## src/sha256_pkg.sv

```systemverilog
package sha256_pkg;

	// --------------------
	// schedule sizes
	// --------------------
	localparam int MSG_WORDS   = 16;
	localparam int SCHED_WORDS = 64;

	typedef logic [31:0] sched_word_t;
	typedef logic [5:0]  sched_idx_t;
	typedef logic [4:0]  step_t;

	// steps needed to expand words 16..63
	function automatic int last_step(int words_per_step);
		return (SCHED_WORDS - MSG_WORDS) / words_per_step;
	endfunction

	// --------------------
	// small sigma
	// --------------------
	function automatic sched_word_t rotr(sched_word_t x, int unsigned n);
		return (x >> n) | (x << (32 - n));
	endfunction

	// applied to w[i-15]
	function automatic sched_word_t sig0(sched_word_t x);
		return rotr(x, 7) ^ rotr(x, 18) ^ (x >> 3);
	endfunction

	// applied to w[i-2]
	function automatic sched_word_t sig1(sched_word_t x);
		return rotr(x, 17) ^ rotr(x, 19) ^ (x >> 10);
	endfunction

endpackage

```

## src/accel_sequencer.sv

```systemverilog
module accel_sequencer import sha256_pkg::*; #(
	parameter int WORDS_PER_STEP = 2
) (
	input  logic  clk,
	input  logic  rst_n,
	input  logic  go,
	output step_t step,
	output logic  done
);

	localparam step_t LAST_STEP = step_t'(last_step(WORDS_PER_STEP));
	localparam step_t IDLE_STEP = LAST_STEP + step_t'(1);

	step_t cnt_q;
	logic  busy_q;
	logic  done_q;

	// step 0 is the go cycle itself
	assign step = go ? '0 : cnt_q;
	// a new go hides the old done at once
	assign done = done_q && !go;

	// --------------------
	// counter and done
	// --------------------
	always_ff @(posedge clk or negedge rst_n) begin
		if (!rst_n) begin
			cnt_q  <= IDLE_STEP;
			busy_q <= 1'b0;
			done_q <= 1'b0;
		end else if (go) begin
			// restart, also mid-run
			cnt_q  <= step_t'(1);
			busy_q <= 1'b1;
			done_q <= 1'b0;
		end else begin
			// count up, then rest at idle
			if (cnt_q != IDLE_STEP) begin
				cnt_q <= cnt_q + step_t'(1);
			end
			// done one cycle after reaching idle
			if (busy_q && (cnt_q == IDLE_STEP)) begin
				busy_q <= 1'b0;
				done_q <= 1'b1;
			end
		end
	end

	a_step_range: assert property (@(posedge clk) disable iff (!rst_n)
		step <= IDLE_STEP);

endmodule

```

## config.mk

```make
export PLATFORM = sky130hd
export DESIGN_NAME = accel_sequencer
export DESIGN_NICKNAME = d
export VERILOG_FILES = /design/src/sha256_pkg.sv /design/src/accel_sequencer.sv
export SDC_FILE = /design/constraint.sdc
export NUM_CORES = 1
export LEC_CHECK = 0
export BUFFER_PORTS_ARGS = -buffer_cell sky130_fd_sc_hd__buf_4
export CAP_MARGIN = 10
export CORE_AREA = 10 10 47 49
export CTS_BUF_LIST = sky130_fd_sc_hd__clkbuf_16
export CTS_CLUSTER_SIZE = 40
export DETAILED_ROUTE_END_ITERATION = 10
export DIE_AREA = 0 0 57 59
export PLACE_DENSITY_LB_ADDON = 0.08
export SLEW_MARGIN = 5
export SYNTH_ARGS = -nofsm -noshare
export SYNTH_HDL_FRONTEND = slang
export SYNTH_SLANG_ARGS = --single-unit
```

## constraint.sdc

```tcl
create_clock -name clk -period 1.7 [get_ports clk]
set_input_delay 0.17 -clock clk [delete_from_list [all_inputs] [get_ports clk]]
set_output_delay 0.17 -clock clk [all_outputs]
set_load 0.01 [all_outputs]
```

## Word level (Yosys, flattened, before mapping)

Cells that the tools add are included.

| cells by class | value |
|---|---|
| equality and inequality tests | 2 |
| div/mod/pow operators | 0 |
| bitwise gates (word level) | 0 |
| $mul | 0 |
| order comparisons | 0 |
| add/subtract/negate cells | 1 |
| reduce and logical (&&, ||, !) cells | 5 |
| shifts and indexed selects | 0 |
| muxes and demuxes | 7 |

Operators by type and width:

| operator | count |
|---|---|
| $mux 5 | 3 |
| $add 5x1->5 const B | 1 |
| $eq 5x5->1 const B | 1 |
| $ne 5x5->1 const B | 1 |
| $mux 1 | 4 |
| $reduce_bool 2->1 | 2 |
| $logic_and 1x1->1 | 2 |
| $logic_not 1->1 | 1 |

| storage, ports and cells | value |
|---|---|
| bits in read-only memories | 0 |
| input port bits | 3 |
| bits in writable memories | 0 |
| bits in latches | 0 |
| logic and storage cells | 18 |
| memories | 0 |
| register bits after elaboration | 7 |

## Logic depth before layout (Yosys ltp)

| logic depth | value |
|---|---|
| depth in word-level cells | 4 |
| mapped depth | 4 |
| depth with buffers taken out | 4 |

## Least setup slack after synthesis

No wires, ideal clock.

| timing | value |
|---|---|
| kind | register to register |
| start point | register cnt_q[0] |
| end point | register cnt_q[1] |
| path buffers | 0 |
| data arrival time | 1.154 ns |
| clock period less this slack | 1.279 ns |
| cell stages (with the launch flop) | 4 |
| path slack | 0.421 ns |
| library setup time | 0.125 ns |
| cell sequence | dfstp_2 > ha_1 > nand4b_4 > mux2_4 |

| on the way | value |
|---|---|
| word-level cells in the longest chain between the ends | 3 |
| elaborated cells on any way between the ends | 5 |

Ends and longest elaborated chain:

| item | line | source |
|---|---|---|
| from (decl) | accel_sequencer.sv:14 | `step_t cnt_q;` |
| from (signal assigned) | accel_sequencer.sv:33 | `cnt_q <= step_t'(1);` |
| from (signal assigned) | accel_sequencer.sv:39 | `cnt_q <= cnt_q + step_t'(1);` |
| $add 5x1->5 | accel_sequencer.sv:39 |  |
| $mux 5 | accel_sequencer.sv:38 | `if (cnt_q != IDLE_STEP) begin` |
| $mux 5 | accel_sequencer.sv:31 | `end else if (go) begin` |

Several ways; a longest one is shown, not always the timed one. The select of a mux whose other input is x is not followed.
A chain may end at the register's enable or synchronous reset.

## Final worst setup path

Same ends and word-level chain as after synthesis.

==> key figures <==
Global route
  – First-pass GRT wire length: approximately 1400 um
  – Grt ovf: 0
  – Vias in the first global route: between 300 and 400
  – Initial antenna violation count: 0
  – Total GRT Usage: 0.0547
  – Largest net degree at the start of global routing: 15

Synthesis
  – Ys Warns: 0
  – Area share of fa/ha/maj cells after synthesis: 0.0641
  – Largest family of logic cells by synthesized area: simple AND/OR/NAND/NOR gates
  – Syn_area_per_cell: 11.5 um2
  – Post-synthesis mux area share: 0.122
  – Mapped Cells: 34
  – Mapped Area: ~390 um2
  – Synth Area in Compound Gates: 0.0609
  – Yosys cell types: 17
  – Post-Synth XOR/XNOR Area: 0
  – Post-Synth Simple-Gate Area: 0.266
  – Register area share after synthesis: 0.458
  – Post-Syn Nets: 39
  – Yosys reg bits: 7

Timing
  – Setup Total Neg Slack: 0 ps
  – Final worst slack: 351 ps
  – Relative slew slack: 0.876
  – RSZ-0062 raised after global routing: no
  – Fin. max-slew vios: 0
  – Final setup viols: 0
  – Period utilisation layout: 0.794
  – Fmax: approximately 0.74 GHz
  – Worst-Margin Slew: around 190 ps
  – Minimum clock period after layout: 1350 ps
  – Hold slack final: 250 ps
  – Worst Clk Skew: between 3 and 4 ps
  – Final Hold Vio Count: 0

Die
  – # IOs: 9
  – Die Y-Extent: between 50 and 60 um
  – Die ar.: around 3400 um2
  – Core ar.: approximately 1400 um2
  – Initial Util: 0.279
  – Die width: approximately 57 um
  – Num rows: 14

Power
  – Max IR drop VDD: just over 0.0009 V
  – Cell-internal power: 517 uW
  – Combinational Power Share: 0.096
  – Tot Pwr: around 640 uW
  – Sequential share of power: 0.297
  – P per Cell Area: 1160 nW/um2
  – Psw: approximately 120 uW
  – Sw Share: 0.189
  – Pleak: ~0.00030 uW
  – Clock share of power: 0.607

Critical path
  – Crit-path cells: ha_1, nand4b_4, mux2_4
  – R2R depth: 3
  – Worst R2R Setup Slack: 350 ps
  – Slowest cell on crit path: dfstp_2
  – Critical Path Source Type: flip-flop
  – R2R Path End: cnt_q[1]
  – Crit. End Element: flip-flop
  – CP max stage delay: ~560 ps
  – Setup CP Type: flip-flop to flip-flop
  – Crit path DAT: 1450 ps
  – Worst r2r src: cnt_q[0]
  – CP required: approximately 1800 ps
  – Crit path max fanout: 5

CTS
  – # hold bufs at CTS: 1
  – Postcts setup bufs: 0
  – CTS tree: built
  – Clock slew at reported path FFs: approximately 30 ps
  – CTS buffer count: 3
  – Clock Latency Late Sink: roughly 230 ps
  – # resized after CTS: 0
  – Clock root buffer master: clkbuf_16
  – Clk sink count: 7
  – Max Root-Sink Buffers: 2
  – H-tree Lvls: 1

Detailed routing
  – 1st-pass router iterations: 2
  – Wire per inst: 12.7 um
  – Vias per inst: between 4 and 5
  – First DRT Iteration DRCs: 1
  – Routed Antenna Nets: 0
  – Vias: roughly 270
  – WL final: between 700 and 800 um
  – Remaining DRCs: 0

Min path
  – WHS Path Cells: 2
  – Hold path endpoint: busy_q
  – Min-delay src: go
  – Hold Crit Class: primary input to flip-flop

Placed design
  – Final HPWL DP: ~570 um
  – Buffers on Ports: 8
  – RePlAce Congestion: just over 0.7
  – Setup WS pre-CTS: approximately 350 ps

Flow run
  – Max-cap viol count: 0

Layout
  – Final Util: 0.394
  – Layout cells sized above 1: 0.391
  – Fill cells: 139
  – Area grow syn2layout: 41.3%
  – Number of antenna diodes: 0
  – Layout Nets: between 50 and 60

Outcome
  – Status: finished clean
[how the worst max path moves through the flow]
| stage | endpoint | cells after the start | from |
|---|---|---|---|
| 6_report | cnt_q[1] | 3 | cnt_q[0] |
| 5_1_grt | cnt_q[1] | 3 | cnt_q[0] |
| 4_1_cts | cnt_q[1] | 3 | cnt_q[0] |
| 3_5_place_dp | cnt_q[1] | 3 | cnt_q[0] |
| 3_3_place_gp | cnt_q[1] | 3 | cnt_q[0] |
| 2_1_floorplan | cnt_q[1] | 3 | cnt_q[0] |
[layer usage]
metal  global-route usage  wire, um  share of wire  vias up
met5                    0         0              0        -
met4               0.0101         0              0        0
met3               0.0429        75          0.095        0
met2               0.0806       343           0.43        9
met1               0.0614       371           0.47      127
li1                     -         -              -      138
[power by group through the flow]
stage          clock network, uW  logic, uW  registers (uW)
3_5_place_dp                   0       60.3             191
2_1_floorplan                  0       39.5             188
3_3_place_gp                   0       58.8             191
6_report                     387       61.1             189
4_1_cts                      398       62.5             189
5_1_grt                      415       68.2             192
[critical path: cells and delay by family, from the launching register on]
family | cells | cell delay [ps]
and+or+nand+nor | 1 | 150
adders and majority gates | 1 | 200
muxes | 1 | 320
DFF | 1 | 560
[registers in the layout (all words and copies together) (netlist names)]
name	flops
busy_q	1
cnt_q	5
done_q	1
[area by class of cell]
| class | instances | area [um2] | area share |
|---|---|---|---|
| Clock buffer | 3 | 75.1 | 0.136 |
| Clock inverter | 1 | 3.75 | 0.00680 |
| Inverter | 1 | 3.75 | 0.00680 |
| Multi-Input combinational cell | 25 | 200 | 0.363 |
| Sequential cell | 7 | 179 | 0.324 |
| Tap cell | 16 | 20.0 | 0.0363 |
| Timing Repair Buffer | 9 | 70.1 | 0.127 |
[per-stage QoR]
step / std cells / area (um2)
2_1_floorplan: 34 / 390
3_3_place_gp: 57 / 463
3_5_place_dp: 57 / 463
4_1_cts: 62 / 552
5_1_grt: 62 / 552
6_report: 62 / 552
[kinds of logic (layout without fill, tap and decap cells)]
group | after synthesis | in the layout
simple gates | 16 | 16
buf+inv | 2 | 14
mux | 4 | 4
flops | 7 | 7
fa+ha+maj | 2 | 2
compound gates | 3 | 3
[placed cells by master, fill, tap and decap left out]
cell type / count
buf_4: 8
nor2b_1: 6
nor2_1: 5
dfrtp_1: 4
clkbuf_16: 3
dfstp_2: 3
inv_1: 2
nand3_1: 2
mux2_2: 2
ha_1: 2
nand4b_4: 1
mux2_4: 1
mux2i_1: 1
a21o_1: 1
nand2b_1: 1
o21bai_1: 1
nor3b_1: 1
a22o_1: 1
dlygate4sd3_1: 1
[cells in the mapped netlist]
cell | number | area (um2)
a22o_1 | 1 | 8.76
nand2b_1 | 1 | 6.26
mux2i_1 | 1 | 10.0
ha_1 | 2 | 25.0
o21bai_1 | 1 | 7.51
mux2_4 | 1 | 15.0
dfrtp_1 | 4 | 100
inv_1 | 1 | 3.75
nor3b_1 | 1 | 7.51
mux2_2 | 2 | 22.5
a21o_1 | 1 | 7.51
dfstp_2 | 3 | 78.8
nand3_1 | 2 | 10.0
buf_4 | 1 | 7.51
nor2b_1 | 6 | 37.5
nor2_1 | 5 | 18.8
nand4b_4 | 1 | 23.8
Power figures use the tool's default switching activity.
