$ cat src/scr1_memif_pkg.sv
package scr1_memif_pkg;

	// --------------------
	// dmem bus
	// --------------------
	localparam int DMEM_AWIDTH = 32;
	localparam int DMEM_DWIDTH = 32;

	typedef enum logic {
		SCR1_MEM_CMD_RD = 1'b0,
		SCR1_MEM_CMD_WR = 1'b1
	} mem_cmd_e;

	typedef enum logic [1:0] {
		SCR1_MEM_WIDTH_BYTE  = 2'b00,
		SCR1_MEM_WIDTH_HWORD = 2'b01,
		SCR1_MEM_WIDTH_WORD  = 2'b10
	} mem_width_e;

	// only ready-ok is ever returned, no error response
	typedef enum logic [1:0] {
		SCR1_MEM_RESP_NOTRDY = 2'b00,
		SCR1_MEM_RESP_RDY_OK = 2'b01
	} mem_resp_e;

	// --------------------
	// register map
	// --------------------
	// word index comes from addr[8:2]
	typedef logic [6:0] word_idx_t;

	localparam word_idx_t IDX_CTRL       = 7'd0;
	localparam word_idx_t IDX_COUNTER    = 7'd1;
	localparam word_idx_t IDX_DATA_A     = 7'd2;
	localparam word_idx_t IDX_DATA_B     = 7'd3;
	localparam word_idx_t IDX_DATA_C     = 7'd4;
	// 16 message words
	localparam word_idx_t IDX_MSG_BASE   = 7'd13;
	// 64 schedule words, read only
	localparam word_idx_t IDX_SCHED_BASE = 7'd29;

	// data word, whole or per byte lane
	typedef union packed {
		logic [DMEM_DWIDTH-1:0]        word;
		logic [DMEM_DWIDTH/8-1:0][7:0] lane;
	} mem_word_u;

endpackage

$ cat src/sha256_pkg.sv
package sha256_pkg;

	// --------------------
	// schedule sizes
	// --------------------
	localparam int MSG_WORDS   = 16;
	localparam int SCHED_WORDS = 64;

	typedef logic [31:0] sched_word_t;
	typedef logic [5:0]  sched_idx_t;
	typedef logic [4:0]  step_t;

	// steps needed to expand words 16..63
	function automatic int last_step(int words_per_step);
		return (SCHED_WORDS - MSG_WORDS) / words_per_step;
	endfunction

	// --------------------
	// small sigma
	// --------------------
	function automatic sched_word_t rotr(sched_word_t x, int unsigned n);
		return (x >> n) | (x << (32 - n));
	endfunction

	// applied to w[i-15]
	function automatic sched_word_t sig0(sched_word_t x);
		return rotr(x, 7) ^ rotr(x, 18) ^ (x >> 3);
	endfunction

	// applied to w[i-2]
	function automatic sched_word_t sig1(sched_word_t x);
		return rotr(x, 17) ^ rotr(x, 19) ^ (x >> 10);
	endfunction

endpackage

$ cat src/byte_mul_engine.sv
module byte_mul_engine
	import scr1_memif_pkg::*;
	import sha256_pkg::*;
(
	input  logic      clk,
	input  logic      rst_n,
	input  step_t     step,
	input  mem_word_u data_a,
	input  mem_word_u data_b,
	output mem_word_u data_c
);

	logic [1:0] lane;
	logic       active;
	logic [7:0] prod;

	// --------------------
	// lane select
	// --------------------
	// steps 0..3 map to lanes 0..3
	assign lane   = step[1:0];
	assign active = (step[4:2] == 3'b000);

	// only the low byte of the product is kept
	assign prod = data_a.lane[lane] * data_b.lane[lane];

	// --------------------
	// result word
	// --------------------
	always_ff @(posedge clk or negedge rst_n) begin
		if (!rst_n) begin
			data_c <= '0;
		end else if (active) begin
			// other lanes keep their value
			data_c.lane[lane] <= prod;
		end
	end

endmodule

$ cat config.mk
export PLATFORM = sky130hd
export DESIGN_NAME = byte_mul_engine
export DESIGN_NICKNAME = d
export VERILOG_FILES = /design/src/scr1_memif_pkg.sv /design/src/sha256_pkg.sv /design/src/byte_mul_engine.sv
export SDC_FILE = /design/constraint.sdc
export NUM_CORES = 1
export LEC_CHECK = 0
export BUFFER_PORTS_ARGS = -buffer_cell sky130_fd_sc_hd__buf_2
export CORE_MARGIN = 4
export CORE_UTILIZATION = 53
export DETAILED_ROUTE_END_ITERATION = 10
export PLACE_DENSITY = 0.95
export SKIP_LAST_GASP = 1
export SLEW_MARGIN = 20
export SYNTH_ARGS = -nofsm -noshare
export SYNTH_HDL_FRONTEND = slang
export SYNTH_SLANG_ARGS = --single-unit
$ cat constraint.sdc
create_clock -name clk -period 1.5 [get_ports clk]
set_input_delay 0.15 -clock clk [delete_from_list [all_inputs] [get_ports clk]]
set_output_delay 0.15 -clock clk [all_outputs]
set_load 0.05 [all_outputs]
After elaboration in Yosys (flattened, before gate mapping)
Cells that the tools add are included.

Register bits: 32. Latch bits: 0. RAM bits: 0. Bits in read-only memories: 0. Bits of input ports: 71. Output and inout port bits: 32. Word-level logic and storage cells: 13. Memories: 0.

Add/sub/neg operators: 0. Multipliers: 1. Divide/modulo/power cells: 0. Magnitude comparators: 2. Equal/unequal tests: 0. Shifts and indexed selects: 0. Mux-type cells: 7. Bitwise operators: 0. Reductions and logical operators: 2.

Operator list (number): $bmux W8 S2 (2); $bwmux W32 (1); $mux W8 (3); $demux W8 S2 (1); $mul A8 B8 Y8 (1); $logic_not A3 Y1 (1); $lt A2 B3 Y1 const B (1); $ge A2 B1 Y1 const B (1); $logic_and A1 B1 Y1 (1).

Logic depth before layout (Yosys ltp)
Word-level depth: 5. Depth in mapped cells: 17. Depth with buffers taken out: 16.

Worst setup path after synthesis
No wires, ideal clock.

Path kind: input port to flip-flop. Start: input step[1]. End: register data_c[23] (netlist bit). Library setup time: 125 ps. Data arrival time: 4222 ps. Required time: 1375 ps. Setup slack: -2847 ps. Stages on the path: 15. Buffers on the path: 1. Cell sequence: clkbuf_1 > mux4_2 > nand2_1 > fa_1 > fa_1 > inv_1 > fa_1 > inv_1 > fa_1 > inv_1 > ha_1 > a21oi_1 > xnor3_1 > xnor3_1 > mux2_2.

Word-level cells in the longest chain between the ends: 5. Elaborated cells between the ends (all ways): 11. Classes of those cells: mul: 1; order compare: 2; mux: 7; reduce/logical: 1.

Ends and longest elaborated chain: start, declared (line byte_mul_engine.sv:7) `input step_t step,`; branches (longest 4 deep; another with $mul A8 B8 Y8); $bwmux W32 * (line byte_mul_engine.sv:35) `data_c.lane[lane] <= prod;`; end, declared (line byte_mul_engine.sv:10) `output mem_word_u data_c`.

Mark *: on every way between the ends. The select of a mux whose other input is x is not followed. A chain may end at the register's enable or synchronous reset.

Worst setup path in the final report
Start: input step[0]. End: register data_c[31] (netlist bit).

Same word-level chain as after synthesis.

==> results.sh <==
export IMPL_run_status="complete, but fails checks"
export IMPL_violations="setup timing"
export IMPL_min_period_over_period=2.825
export IMPL_maxClockFrequency_mhz=236.0
export IMPL_clock_skew_ns=0
export IMPL_die_x_um=76.47
export IMPL_tightest_slew_ns=0.7216
export IMPL_yosys_area_top_type="dfrtp_1"
export IMPL_r2r_slack_ns=0.67
export IMPL_synth_edf_count=0
export IMPL_worst_slack_ns=-2.737
export IMPL_ys_flop_type="dfrtp_1"
export IMPL_synth_most_common_cell="dfrtp_1"
export IMPL_portBuffers=102
export IMPL_relSlewSlack=0.5189
export IMPL_min_path_type="primary input to async pin"
export IMPL_finalPower_mw=7.921
export IMPL_syn_nets=304
export IMPL_clk_pin_slew_ns=0.08
export IMPL_synth_top_area_frac=0.3223
export IMPL_syn_area_mm2=0.002485
export IMPL_pwr_share_seq=0.190
export IMPL_rr_startpoint="data_c[31]"
export IMPL_synth_area_leaders="dfrtp_1 32%, mux4_2 14%, mux2_2 10%"
export IMPL_critPathRequiredTime_ns=1.69
export IMPL_final_area_mm2=0.003946
export IMPL_p_leak_nw=1.968
export IMPL_crit_chain="buf_16, mux4_2, buf_6, nand2_1, fa_1, inv_2, ha_4, fa_1, inv_2, fa_2, xnor2_2, xnor2_1, xnor2_1, xnor2_1, xnor3_2, mux2_2"
export IMPL_ys_ff_latch=32
export IMPL_largest_register_ffs=32
export IMPL_cpMaxStageDelayCell="fa_1"
export IMPL_routed_wl_um=12010
export IMPL_global_route_overflow_total=0
export IMPL_irDropWorstVdd_mv=1.147
export IMPL_postSynthCellCount=205
export IMPL_grt_start_max_net_pins=33
export IMPL_antennaDiodeCount=0
export IMPL_cp_max_fo=5
export IMPL_ys_async_sr_fraction=1.000
export IMPL_p_int_mw=3.968
export IMPL_hpwl_um=5996
export IMPL_drc=0
export IMPL_cts_tree="done"
export IMPL_die_area_mm2=0.005848
export IMPL_reg_top3="data_c: 32 flops"
export IMPL_cts_root_buf="clkbuf_8"
export IMPL_clk_latency_ns=0.31
export IMPL_clock_sinks=32
export IMPL_synth_common_cells="32 x dfrtp_1, 25 x nand2_1, 23 x inv_1"
export IMPL_worstSetupStartpointType="primary input"
export IMPL_layout_nets=452
export IMPL_antenna_found_initial=0
export IMPL_numCtsBuffers=5
export IMPL_synth_cell_types=27
export IMPL_finalHoldViolCount=0
export IMPL_post_place_ws_ns=-3.033
export IMPL_initial_utilization=0.5591
export IMPL_cap_violations=0
export IMPL_via_per_inst=6.569
export IMPL_htreeDepth=2
export IMPL_grt_pass1_wl_um=15850
export IMPL_max_stage_delay_ns=0.57
export IMPL_areaGrowthSynthToFinish_pct=58.81
export IMPL_globalplace_congestion=0.8166
export IMPL_cp_num_buf_inv=4
export IMPL_routedWlPerCell_um=29.57
export IMPL_dpl_cell_area_mm2=0.003390
export IMPL_critPathCaptureType="flip-flop"
export IMPL_rsz0062_at_grt="true"
export IMPL_cp_top_family="adder cells"
export IMPL_drt_pass1_iterations=5
export IMPL_p_clk_frac=0.109
export IMPL_critPathKind="primary input to flip-flop"
export IMPL_swShare=0.4991
export IMPL_num_rows=24
export IMPL_cts_buffer_depth=2
export IMPL_detail_route_iter0_violations=252
export IMPL_reg2reg_depth=1
export IMPL_ant_nets=0
export IMPL_core_mm2=0.004444
export IMPL_switching_power_mw=3.954
export IMPL_critPathMostFrequentCell="xnor2_1"
export IMPL_die_h_um=76.47
export IMPL_p_comb_frac=0.701
export IMPL_setup_viol=30
export IMPL_syn_avg_cell_area_um2=12.12
export IMPL_grt_pass1_vias=2880
export IMPL_track_usage=0.3671
export IMPL_top_level_ports=103
export IMPL_period_needed_ns=4.237
export IMPL_power_per_cell_area_mw_per_mm2=2007
export IMPL_layout_drive_gt1_share=0.7062
export IMPL_arrival_ns=4.43
export IMPL_ys_warn_count=0
export IMPL_ys_seq_area_frac=0.3223
export IMPL_slew_violations=0
export IMPL_timing_rr_end="data_c[31]"
export IMPL_top_register="data_c"
export IMPL_vias=2667
==> worst max path at each step <==
stage	cells after the start	slack, ns	to	from
after CTS	15	-2.41	data_c[23]	step[0]
after detailed placement	15	-3.03	data_c[23]	step[0]
after floorplan	15	-2.52	data_c[23]	step[0]
after global routing	16	-2.78	data_c[31]	step[0]
final	16	-2.74	data_c[31]	step[0]
after global placement	15	-2.87	data_c[23]	step[0]
==> placed cells by master (no fill, tap or decap), drive strengths merged <==
| cell | n |
|---|---|
| dfrtp | 32 |
| ha | 16 |
| clkbuf | 6 |
| nor3 | 1 |
| xor2 | 3 |
| fa | 12 |
| inv | 23 |
| and2 | 18 |
| nor3b | 1 |
| nand3b | 1 |
| buf | 146 |
| clkinv | 1 |
| a21o | 2 |
| o21ai | 6 |
| xnor3 | 2 |
| dlygate4sd3 | 1 |
| a21oi | 2 |
| mux4 | 16 |
| bufinv | 1 |
| nor2 | 1 |
| mux2i | 2 |
| nand3 | 1 |
| nand2 | 26 |
| mux2 | 24 |
| xnor2 | 10 |
==> logic make-up (layout without fill, tap and decap cells) <==
family | after synthesis | in the layout | synth area share
compound gates | 10 | 10 | 0.02215
xor+xnor | 15 | 15 | 0.06395
fa+ha+maj | 28 | 28 | 0.1772
buf+inv | 29 | 178 | 0.04884
flops | 32 | 32 | 0.3223
mux | 42 | 42 | 0.2664
simple gates | 49 | 49 | 0.09919
==> power groups by stage <==
stage / clock (mW) / combinational, mW / sequential, mW
6_report: 0.867 / 5.55 / 1.51
2_1_floorplan: 0 / 1.90 / 2.73
3_5_place_dp: 0 / 4.35 / 1.46
5_1_grt: 0.901 / 5.76 / 1.53
4_1_cts: 0.849 / 4.94 / 1.45
3_3_place_gp: 0 / 4.13 / 1.43
==> timing repair <==
action                                  in CTS  in global routing
pin swaps                                   24                 21
setup buffers                               14                  3
gates resized for setup                     52                 20
hold buffers                                 1                  0
hold endpoints to repair                    32                  0
endpoints found under the setup margin      30                 30
gates cloned                                 1                  0
==> stage by stage <==
| stage | std cells | hold WS (ns) | setup TNS (ns) | utilization |
|---|---|---|---|---|
| after floorplan | 205 | -0.1456 | -40.79 | - |
| after global placement | 381 | 0.2127 | -55.12 | 0.7627 |
| after detailed placement | 381 | 0.2320 | -58.09 | 0.7627 |
| after CTS | 404 | 0.4513 | -38.92 | 0.8668 |
| after global routing | 406 | 0.5104 | -44.62 | 0.8880 |
| final | 406 | 0.4417 | -43.26 | 0.8880 |
==> per-layer routing <==
metal  track usage  routed length [µm]
met5             0                   0
met4        0.2609                1239
met3       0.08983                1437
met2        0.6599                5715
met1        0.3673                3614
==> final cells by class <==
class / count / area [µm²]
Tap cell: 52 / 65.06
Sequential cell: 32 / 800.8
Multi-Input combinational cell: 144 / 1914
Fill cell: 175 / 498.0
Clock inverter: 2 / 35.03
Timing Repair Buffer: 147 / 972.2
Clock buffer: 6 / 72.57
Inverter: 23 / 86.33
(Power assumes the default switching activity.)
