==> src/scr1_memif_pkg.sv <==
package scr1_memif_pkg;

	// --------------------
	// dmem bus
	// --------------------
	localparam int DMEM_AWIDTH = 32;
	localparam int DMEM_DWIDTH = 32;

	typedef enum logic {
		SCR1_MEM_CMD_RD = 1'b0,
		SCR1_MEM_CMD_WR = 1'b1
	} mem_cmd_e;

	typedef enum logic [1:0] {
		SCR1_MEM_WIDTH_BYTE  = 2'b00,
		SCR1_MEM_WIDTH_HWORD = 2'b01,
		SCR1_MEM_WIDTH_WORD  = 2'b10
	} mem_width_e;

	// only ready-ok is ever returned, no error response
	typedef enum logic [1:0] {
		SCR1_MEM_RESP_NOTRDY = 2'b00,
		SCR1_MEM_RESP_RDY_OK = 2'b01
	} mem_resp_e;

	// --------------------
	// register map
	// --------------------
	// word index comes from addr[8:2]
	typedef logic [6:0] word_idx_t;

	localparam word_idx_t IDX_CTRL       = 7'd0;
	localparam word_idx_t IDX_COUNTER    = 7'd1;
	localparam word_idx_t IDX_DATA_A     = 7'd2;
	localparam word_idx_t IDX_DATA_B     = 7'd3;
	localparam word_idx_t IDX_DATA_C     = 7'd4;
	// 16 message words
	localparam word_idx_t IDX_MSG_BASE   = 7'd13;
	// 64 schedule words, read only
	localparam word_idx_t IDX_SCHED_BASE = 7'd29;

	// data word, whole or per byte lane
	typedef union packed {
		logic [DMEM_DWIDTH-1:0]        word;
		logic [DMEM_DWIDTH/8-1:0][7:0] lane;
	} mem_word_u;

endpackage

==> src/reg_bus_if.sv <==
interface reg_bus_if import scr1_memif_pkg::*; ();

	// single-cycle strobes, valid in the dmem request cycle
	logic      wr;
	logic      rd;
	word_idx_t idx;
	// already replicated for narrow writes
	mem_word_u wdata;
	// read word, combinational on idx
	mem_word_u rdata;

	modport slave (
		output wr, rd, idx, wdata,
		input  rdata
	);

	modport regfile (
		input  wr, rd, idx, wdata,
		output rdata
	);

endinterface

==> src/accel_bus_slave.sv <==
module accel_bus_slave import scr1_memif_pkg::*; (
	input  logic                   clk,
	input  logic                   rst_n,
	output logic                   dmem_req_ack,
	input  logic                   dmem_req,
	input  mem_cmd_e               dmem_cmd,
	input  mem_width_e             dmem_width,
	input  logic [DMEM_AWIDTH-1:0] dmem_addr,
	input  logic [DMEM_DWIDTH-1:0] dmem_wdata,
	output logic [DMEM_DWIDTH-1:0] dmem_rdata,
	output mem_resp_e              dmem_resp,
	reg_bus_if.slave               bus
);

	mem_word_u rdata_q;
	logic [1:0] offs_q;

	// --------------------
	// request side
	// --------------------
	// never back-pressure the core
	assign dmem_req_ack = 1'b1;

	assign bus.wr  = dmem_req && (dmem_cmd == SCR1_MEM_CMD_WR);
	assign bus.rd  = dmem_req && (dmem_cmd == SCR1_MEM_CMD_RD);
	assign bus.idx = dmem_addr[8:2];

	// narrow writes land in every lane
	always_comb begin
		bus.wdata.word = dmem_wdata;
		case (dmem_width)
			SCR1_MEM_WIDTH_BYTE: begin
				for (int i = 0; i < DMEM_DWIDTH / 8; i++) begin
					bus.wdata.lane[i] = dmem_wdata[7:0];
				end
			end
			SCR1_MEM_WIDTH_HWORD: begin
				bus.wdata.word = {(DMEM_DWIDTH / 16){dmem_wdata[15:0]}};
			end
			default: begin
			end
		endcase
	end

	// --------------------
	// response side
	// --------------------
	// ready-ok exactly one cycle after each request
	always_ff @(posedge clk or negedge rst_n) begin
		if (!rst_n) begin
			dmem_resp <= SCR1_MEM_RESP_NOTRDY;
		end else begin
			dmem_resp <= dmem_req ? SCR1_MEM_RESP_RDY_OK : SCR1_MEM_RESP_NOTRDY;
		end
	end

	// word and byte offset sampled at the request edge
	always_ff @(posedge clk) begin
		if (bus.rd) begin
			rdata_q <= bus.rdata;
			offs_q  <= dmem_addr[1:0];
		end
	end

	// shift down by 8 x offset
	assign dmem_rdata = rdata_q.word >> {offs_q, 3'b000};

	// response must trace back to a request in the previous cycle
	a_resp_after_req: assert property (@(posedge clk) disable iff (!rst_n)
		(dmem_resp == SCR1_MEM_RESP_RDY_OK) |-> $past(dmem_req));

endmodule

==> src/flat_wrapper.sv <==
// flat-port wrapper written by rule: the top's interface ports become plain ports
module accel_bus_slave_flat import scr1_memif_pkg::*;
  (clk, rst_n, dmem_req_ack, dmem_req, dmem_cmd, dmem_width, dmem_addr, dmem_wdata, dmem_rdata, dmem_resp, bus_wr, bus_rd, bus_idx, bus_wdata, bus_rdata);
  reg_bus_if bus_i ();
  input  logic clk;
  input  logic rst_n;
  output logic dmem_req_ack;
  input  logic dmem_req;
  input  mem_cmd_e dmem_cmd;
  input  mem_width_e dmem_width;
  input  logic [DMEM_AWIDTH-1:0] dmem_addr;
  input  logic [DMEM_DWIDTH-1:0] dmem_wdata;
  output logic [DMEM_DWIDTH-1:0] dmem_rdata;
  output mem_resp_e dmem_resp;
  output wire logic [$bits(bus_i.wr)-1:0] bus_wr;
  output wire logic [$bits(bus_i.rd)-1:0] bus_rd;
  output wire logic [$bits(bus_i.idx)-1:0] bus_idx;
  output wire logic [$bits(bus_i.wdata)-1:0] bus_wdata;
  input wire logic [$bits(bus_i.rdata)-1:0] bus_rdata;
  assign bus_wr = bus_i.wr;
  assign bus_rd = bus_i.rd;
  assign bus_idx = bus_i.idx;
  assign bus_wdata = bus_i.wdata;
  assign bus_i.rdata = bus_rdata;
  accel_bus_slave u_core (.clk(clk), .rst_n(rst_n), .dmem_req_ack(dmem_req_ack), .dmem_req(dmem_req), .dmem_cmd(dmem_cmd), .dmem_width(dmem_width), .dmem_addr(dmem_addr), .dmem_wdata(dmem_wdata), .dmem_rdata(dmem_rdata), .dmem_resp(dmem_resp), .bus(bus_i));
endmodule
==> config.mk <==
export PLATFORM = sky130hd
export DESIGN_NAME = accel_bus_slave_flat
export DESIGN_NICKNAME = d
export VERILOG_FILES = /design/src/scr1_memif_pkg.sv /design/src/reg_bus_if.sv /design/src/accel_bus_slave.sv /design/src/flat_wrapper.sv
export SDC_FILE = /design/constraint.sdc
export NUM_CORES = 1
export LEC_CHECK = 0
export BUFFER_PORTS_ARGS = -buffer_cell sky130_fd_sc_hd__buf_2
export CAP_MARGIN = 20
export CORE_UTILIZATION = 43
export CTS_BUF_LIST = sky130_fd_sc_hd__clkbuf_8
export DETAILED_ROUTE_END_ITERATION = 8
export PLACE_DENSITY = 0.88
export SYNTH_ARGS = -nofsm -noshare
export SYNTH_HDL_FRONTEND = slang
export SYNTH_SLANG_ARGS = --single-unit
==> constraint.sdc <==
create_clock -name clk -period 5.9 [get_ports clk]
set_input_delay 0.59 -clock clk [delete_from_list [all_inputs] [get_ports clk]]
set_output_delay 0.59 -clock clk [all_outputs]
set_load 0.05 [all_outputs]
Word-level counts from Yosys, hierarchy flattened
Index checks and enable logic that the tools add are counted.
- equality and inequality tests: 1
- shifts and indexed selects: 1
- muxes and demuxes: 2
- bitwise operators: 1
- reductions and logical operators: 3
- operators with widths (cell ; count):
    32-bit one-hot mux with 2 select lines ; 1
    32-bit by 5-bit right shift with 32-bit output ; 1
    2-bit by 1-bit == test with 1-bit output, second input constant ; 1
    1-bit logical AND ; 2
    2-bit logical NOT ; 1
    1-bit 2-to-1 mux ; 1
    1-bit NOT ; 1
- register bits after elaboration: 36
- output and inout port bits: 76
- logic and storage cells: 11

Depth between registers and ports, before layout
Gate-level depths: netlist (run 1).
- depth in word-level cells: 2
- mapped depth: 4
- depth with buffers taken out: 2

Least setup slack after synthesis (run 1)
OpenSTA, ideal clock, no wires.
- path type: in2out
- from: input dmem_cmd
- to: output bus_rd
- arrival: 2.777 ns
- setup slack: 2.533 ns
- stages on the path: 1
- buffers on the path: 0
- cell sequence: nor2b_1
- longest elaborated chain between the ends: 2
- RTL lines (what ; line ; text):
    from (decl) ; flat_wrapper.sv:9 ; input mem_cmd_e dmem_cmd;
    1-bit NOT ; accel_bus_slave.sv:25 ; assign bus.rd = dmem_req && (dmem_cmd == SCR1_MEM_CMD_RD);
    1-bit logical AND ; accel_bus_slave.sv:25 ;
    to (decl) ; flat_wrapper.sv:16 ; output wire logic [$bits(bus_i.rd)-1:0] bus_rd;
No other way between the ends.

Final worst setup path (run 1)
- from: register u_core.offs_q[0]
- to: output dmem_rdata[28]
- longest elaborated chain between the ends: 1
- RTL lines (what ; line ; text):
    from (decl) ; accel_bus_slave.sv:16 ; logic [1:0] offs_q;
    from (signal assigned) ; accel_bus_slave.sv:61 ; offs_q <= dmem_addr[1:0];
    32-bit by 5-bit right shift with 32-bit output ; accel_bus_slave.sv:66 ; assign dmem_rdata = rdata_q.word >> {offs_q, 3'b000};
    to (decl) ; flat_wrapper.sv:13 ; output logic [DMEM_DWIDTH-1:0] dmem_rdata;
No other way between the ends.

==> results of run 1 <==
==> final timing paths <==
kind	startpoint	endpoint	slack, ns	cells past startpoint
min	rst_n	u_core.dmem_resp[0]	0.07	1
max in group asynchronous	rst_n	u_core.dmem_resp[0]	5.75	1
min in group clk	dmem_req	u_core.dmem_resp[0]	0.44	1
max	u_core.offs_q[0]	dmem_rdata[28]	3.30	3
==> area by class of cell <==
cell class / count / share of cell area (%)
clock buffer: 5 / 2.47
clock inverter: 3 / 0.403
multi-input combinational: 103 / 30.8
sequential: 35 / 37.5
tap: 67 / 3.00
timing repair buffer: 141 / 25.8
==> sequential cells by signal, summed over array words and instances, names as in the netlist <==
name / cells
u_core.rdata_q: 32
u_core.dmem_resp: 1
u_core.offs_q: 2
==> worst max-delay path, stage by stage (launching register included) <==
cell and delay, ns:
edfxtp_1 0.69, nor2_1 0.53, and2_1 0.22, buf_2 0.27
==> Yosys cell counts <==
cell	instances
mux2_2	16
nor2_1	9
dfrtp_1	1
buf_6	4
buf_4	19
nor2b_4	1
conb_1	2
buf_2	1
mux2i_1	40
o21ai_0	8
edfxtp_1	34
buf_12	1
and2_1	9
nand2_1	8
o2bb2ai_1	8
nor2b_1	1
nor2_8	1
clkbuf_8	3
==> cells by family after synthesis <==
family          count (synthesis)
flops                          35
other cells                     2
mux                            56
compound gates                 16
simple gates                   29
buf+inv                        28
==> through the flow <==
step,area [sq um],std cells
after floorplan,2160,166
after global placement,2700,345
after detailed placement,2700,345
after CTS,2780,353
after global routing,2790,354
final,2790,354
==> report_power, final <==
part	switching, W	total (W)	internal [W]
registers	0.0000104	0.000302	0.000292
clock network	0.0000782	0.000157	0.0000786
logic	0.000197	0.000271	0.0000745
total	0.000285	0.000730	0.000445
==> layer usage <==
layer | global-route usage (%) | part of all wire, %
met5 | 0 | 0
met4 | 6.54 | 1.0
met3 | 6.08 | 9.1
met2 | 39.1 | 56
met1 | 18.0 | 34
==> metrics.md, run 1 <==
| Metric | Value |
|---|---|
| Outcome | `completed` |
| Max-slew violation count | `0` |
| TritonCTS Sinks | `35` |
| Multiplexer area fraction after synthesis | `~27%` |
| Nets@finish | `388` |
| Post-Synth Adder-Cell Area | `0%` |
| Ant diodes | `0` |
| Slew HR | `52.6%` |
| Vias in the first global route | `1,529` |
| Worst Path Max Fanout | `15` |
| Routed wire length | `5240 microns` |
| Most common cell after layout, fill and taps aside | `buf_2` |
| Static leakage | `1.37 nW` |
| First-pass GRT wire length | `7360 microns` |
| GRT Resource Usage Total | `between 10% and 20%` |
| Fin util | `58.3%` |
| CP required | `about 5.3 ns` |
| Die Wd | `72.8 microns` |
| Crit. End Element | `output port` |
| Most frequent cells in the layout | `138 x buf_2, 40 x mux2i_1, 34 x edfxtp_1, 16 x mux2_2` |
| Die area | `roughly 5300 sq um` |
| Routed WL per cell | `14.8 microns` |
| Drt drc | `0` |
| Pre-antenna DRT Iters | `4` |
| Post-route clock period utilization | `44.0%` |
| Finish-stage setup viols | `0` |
| Area grow syn2layout | `29.3%` |
| H-tree depth | `2` |
| Clk buf depth | `2` |
| Fillers | `approximately 410` |
| Gr ovfl total | `0` |
| Yosys top cell by area | `edfxtp_1` |
| Via-per-instance ratio | `4.85` |
| CTS tree | `done` |
| Hold Slack | `0.0669 ns` |
| Initial core utilization | `between 40 and 50%` |
| Final Hold Fails | `0` |
| Synth Area in XOR/XNOR | `0%` |
| Ratio of cells with drive above 1 in the final layout | `57.5%` |
| Pwr Density | `262 nW/um^2` |
| Synth Area in Compound Gates | `5.10%` |
| CP arrival | `~2 ns` |
| Post-CTS Hold Buffers | `0` |
| Simple-Gate Fraction of Synth Area | `7.42%` |
| Core area | `4790 sq um` |
| Worst VDD drop | `0.230 mV` |
| CTS Root Cell | `clkbuf_8` |
| Register bit total from synthesis | `35` |
| Syn. warnings | `0` |
| Height of the die | `roughly 73 microns` |
| PortBufs | `138` |
| Cells after Synth | `roughly 170` |
| Clock period minus worst slack | `2.60 ns` |
| Post-synth cell types | `18` |
| Hpwl dp | `4040 microns` |
| Cts bufs inserted | `5` |
| Num ports | `roughly 180` |
| Clock Pin Slew Worst Setup and Hold Paths | `0.07 ns` |
| RSZ-0062 raised after global routing | `false` |
| Gates resized, CTS repair | `0` |
| Max Freq | `0.385 GHz` |
| Kind of critical path | `reg2out` |
| Largest family of logic cells by synthesized area | `multiplexers` |
| First DRT Iteration DRCs | `41` |
| Path type of the worst min-delay path | `in2async` |
| Post-synth top area share | `around 47%` |
| DRT antenna net count | `0` |
| Slew of the pin with the lowest slew margin | `0.711 ns` |
| Site Rows | `25` |
| Top cells by area, synth | `edfxtp_1 47%, mux2i_1 19%, mux2_2 8.3%, buf_4 6.6%, o2bb2ai_1 3.2%` |
| Critical Path Source Type | `flip-flop` |
| Postcts setup bufs | `0` |
| Routed via count | `roughly 1,700` |
| Post-Syn Area | `around 2200 sq um` |
| PnR Total Power | `~0.00073 W` |
| Seq/Total Area, Yosys | `48.5%` |
| Avg Cell Area, Syn | `13.0 sq um` |
| Setup TNS | `0 ns` |
| Syn nets | `between 200 and 300` |
| Pre-CTS WS | `3.25 ns` |
| Initial antenna violation count | `0` |
| Register Area | `1050 sq um` |
| Routability Congestion | `0.700` |
| Setup WS post-layout | `3.30 ns` |
| Max-capacitance violation count | `0` |
| Largest net degree at the start of global routing | `36` |
| Area of the multi-input gates | `between 800 and 900 sq um` |
Note: power is estimated with default switching activity, not from simulation.
==> run 2, diff against run 1 <==
--- a/config.mk
+++ b/config.mk
@@ -7,10 +7,10 @@
 export LEC_CHECK = 0
 export BUFFER_PORTS_ARGS = -buffer_cell sky130_fd_sc_hd__buf_2
 export CAP_MARGIN = 20
-export CORE_UTILIZATION = 43
+export CORE_UTILIZATION = 40
 export CTS_BUF_LIST = sky130_fd_sc_hd__clkbuf_8
 export DETAILED_ROUTE_END_ITERATION = 8
-export PLACE_DENSITY = 0.88
+export PLACE_DENSITY = 0.83
 export SYNTH_ARGS = -nofsm -noshare
 export SYNTH_HDL_FRONTEND = slang
 export SYNTH_SLANG_ARGS = --single-unit
==> constraint.sdc (replaced) <==
create_clock -name clk -period 2.5 [get_ports clk]
set_input_delay 0.25 -clock clk [delete_from_list [all_inputs] [get_ports clk]]
set_output_delay 0.25 -clock clk [all_outputs]
set_load 0.05 [all_outputs]
==> run 2 against run 1 <==
Global-route usage is 3.1 points lower; non-clock buffer count rose by 1; sequential power grew 140%; final cell count increased by 1.4%; critical path depth stayed put; combinational power is 130% higher; first-iteration DRC count fell by 44%; die area rose by 7.3%; critical path type unchanged; critical endpoint is now dmem_rdata[26]; largest cell class unchanged.
==> metrics.md, run 2 (synthesis results as in run 1) <==
| Metric | Value |
|---|---|
| Outcome | `completed` |
| Static leakage | `1.37 nW (-0.26%)` |
| CTS tree | `done` |
| Gr ovfl total | `0 (unchanged)` |
| Setup TNS | `0 ns (unchanged)` |
| Initial core utilization | `42.0% (-3.1 points)` |
| Ratio of cells with drive above 1 in the final layout | `57.6% (+0.15 points)` |
| Largest net degree at the start of global routing | `35 (-2.8%)` |
| Drt drc | `0 (unchanged)` |
| Pre-antenna DRT Iters | `4 (unchanged)` |
| Routability Congestion | `0.669 (-4.4%)` |
| Routed WL per cell | `14.0 microns (-5.1%)` |
| PortBufs | `138 (unchanged)` |
| Area grow syn2layout | `29.9%` |
| Critical path depth | `3 (unchanged)` |
| Clk buf depth | `2 (unchanged)` |
| CP arrival | `2.01 ns (about the same)` |
| Routed via count | `1,717 (+0.058%)` |
| H-tree depth | `2 (unchanged)` |
| Path type of the worst min-delay path | `in2reg` |
| Crit. End Element | `output port` |
| Post-route clock period utilization | `90.3%` |
| Sequential share of power | `41.7% (+0.3 points)` |
| Max reg flops | `32 (unchanged)` |
| Worst hold start | `dmem_req` |
| Most frequent cells in the layout | `138 x buf_2, 40 x mux2i_1, 34 x edfxtp_1, 16 x mux2_2` |
| Core area | `5140 sq um (+7.4%)` |
| Top Family by Delay on Critical Path | `simple AND/OR/NAND/NOR gates` |
| Worst Path Max Fanout | `12 (-3)` |
| First DRT Iteration DRCs | `23 (-44%)` |
| Worst Path Buf+Inv | `1 (unchanged)` |
| Hold Path Depth | `1` |
| Postcts setup bufs | `0 (unchanged)` |
| Register Area | `1050 sq um (unchanged)` |
| Cts bufs inserted | `5 (unchanged)` |
| Worst Hold End | `u_core.dmem_resp[0]` |
| Fin util | `54.6% (-3.8 points)` |
| Routed wire length | `5040 microns (-3.7%)` |
| Top reg by flops | `u_core.rdata_q` |
| Slowest CP cell | `edfxtp_1` |
| Nets@finish | `389 (+0.26%)` |
| Clk pwr share | `21.4% (about the same)` |
| Switch share | `38.8% (-0.30 points)` |
| Critical Path Source Type | `flip-flop` |
| Kind of critical path | `reg2out` |
| Initial antenna violation count | `1 (+1)` |
| P_sw | `0.000667 W (+130%)` |
| Max Freq | `0.443 GHz` |
| Gates resized, CTS repair | `0 (unchanged)` |
| Max-capacitance violation count | `0 (unchanged)` |
| GRT Resource Usage Total | `16.3% (-3.1 points)` |
| Site Rows | `26 (+4.0%)` |
| Die area | `5690 sq um (+7.3%)` |
| Fillers | `447 (+8.0%)` |
| Leading registers by flop count | `u_core.rdata_q: 32 flops, u_core.offs_q: 2 flops, u_core.dmem_resp: 1 flops` |
| Worst VDD drop | `0.632 mV (+170%)` |
| Most common cell after layout, fill and taps aside | `buf_2` |
| First-pass GRT wire length | `6510 microns (-12%)` |
| Gate power share | `36.9% (-0.2 points)` |
| Power Internal | `0.00105 W (+140%)` |
| Hpwl dp | `4010 microns (-0.63%)` |
| Worst stage delay on the critical path | `0.63 ns (-0.06 ns)` |
| Slew HR | `57.3% (+4.7 points)` |
| Die Wd | `75.5 microns (+3.6%)` |
| Hold Slack | `0.110 ns (+0.0427 ns)` |
| CP required | `2.25 ns (-3.06 ns)` |
| Area of the multi-input gates | `861 sq um (unchanged)` |
| Vias in the first global route | `1,461 (-4.4%)` |
| Final Hold Fails | `0 (unchanged)` |
| Finish-stage setup viols | `0 (unchanged)` |
| Crit-path cells | `nor2_1, and2_1, buf_2` |
| Slew of the pin with the lowest slew margin | `0.638 ns (-0.0729 ns)` |
| DRT antenna net count | `0 (unchanged)` |
| TritonCTS Sinks | `35 (unchanged)` |
| Clock period minus worst slack | `2.26 ns` |
| Pwr Density | `613 nW/um^2 (+130%)` |
| Height of the die | `75.5 microns (+3.6%)` |
| Post-CTS Hold Buffers | `1 (+1)` |
| Via-per-instance ratio | `4.78 (-1.3%)` |
| RSZ-0062 raised after global routing | `false` |
| Max-slew violation count | `0 (unchanged)` |
| Clock Pin Slew Worst Setup and Hold Paths | `0.07 ns (about the same)` |
| Num ports | `178 (unchanged)` |
| CTS Root Cell | `clkbuf_8` |
==> run 2: cell count changes in the layout (fill, tap and decap cells not counted) <==
cell,before,now
diode_2,0,1
dlygate4sd3_1,0,1
buf_8,1,0
inv_1,1,0
buf_4,2,3
clkinvlp_4,0,1
==> run 2: power groups by stage <==
stage	clock, W	sequential [W]	combinational [W]
after floorplan	0	0.000717	0.000533
after global placement	0	0.000726	0.000628
after detailed placement	0	0.000729	0.000634
after CTS	0.000375	0.000716	0.000638
after global routing	0.000400	0.000720	0.000665
final	0.000368	0.000717	0.000635
==> run 2: routing by layer <==
layer  up-vias  track usage (%)  wire [microns]
li1        827                -               -
met2       103             34.3            2810
met1       781             12.1            1640
met4         0             9.05              76
met3         6             5.69             517
met5         -                0               0
==> run 2: how the worst max path moves through the flow <==
stage                                start          endpoint  slack (ns)
final                     u_core.offs_q[1]    dmem_rdata[26]        0.24
after CTS                 u_core.offs_q[1]    dmem_rdata[26]        0.21
after global placement    u_core.offs_q[1]    dmem_rdata[28]        0.58
after global routing      u_core.offs_q[1]     dmem_rdata[6]        0.16
after floorplan                   dmem_req  u_core.offs_q[0]        0.54
after detailed placement  u_core.offs_q[1]    dmem_rdata[26]        0.53
==> run 2: stage by stage <==
step | power, W | setup WS [ns] | instance area, sq um | instances
after floorplan | 0.00125 | 0.538 | 2160 | 166
after global placement | 0.00135 | 0.580 | 2710 | 349
after detailed placement | 0.00136 | 0.529 | 2710 | 349
after CTS | 0.00173 | 0.211 | 2800 | 358
after global routing | 0.00179 | 0.156 | 2800 | 359
final | 0.00172 | 0.242 | 2800 | 359
==> run 2: layout make-up <==
type,count,share of cell area [%]
sequential,35,37.3
multi-input combinational,103,30.7
timing repair buffer,142,25.8
tap,70,3.12
clock buffer,5,2.45
clock inverter,3,0.535
antenna,1,0.0892
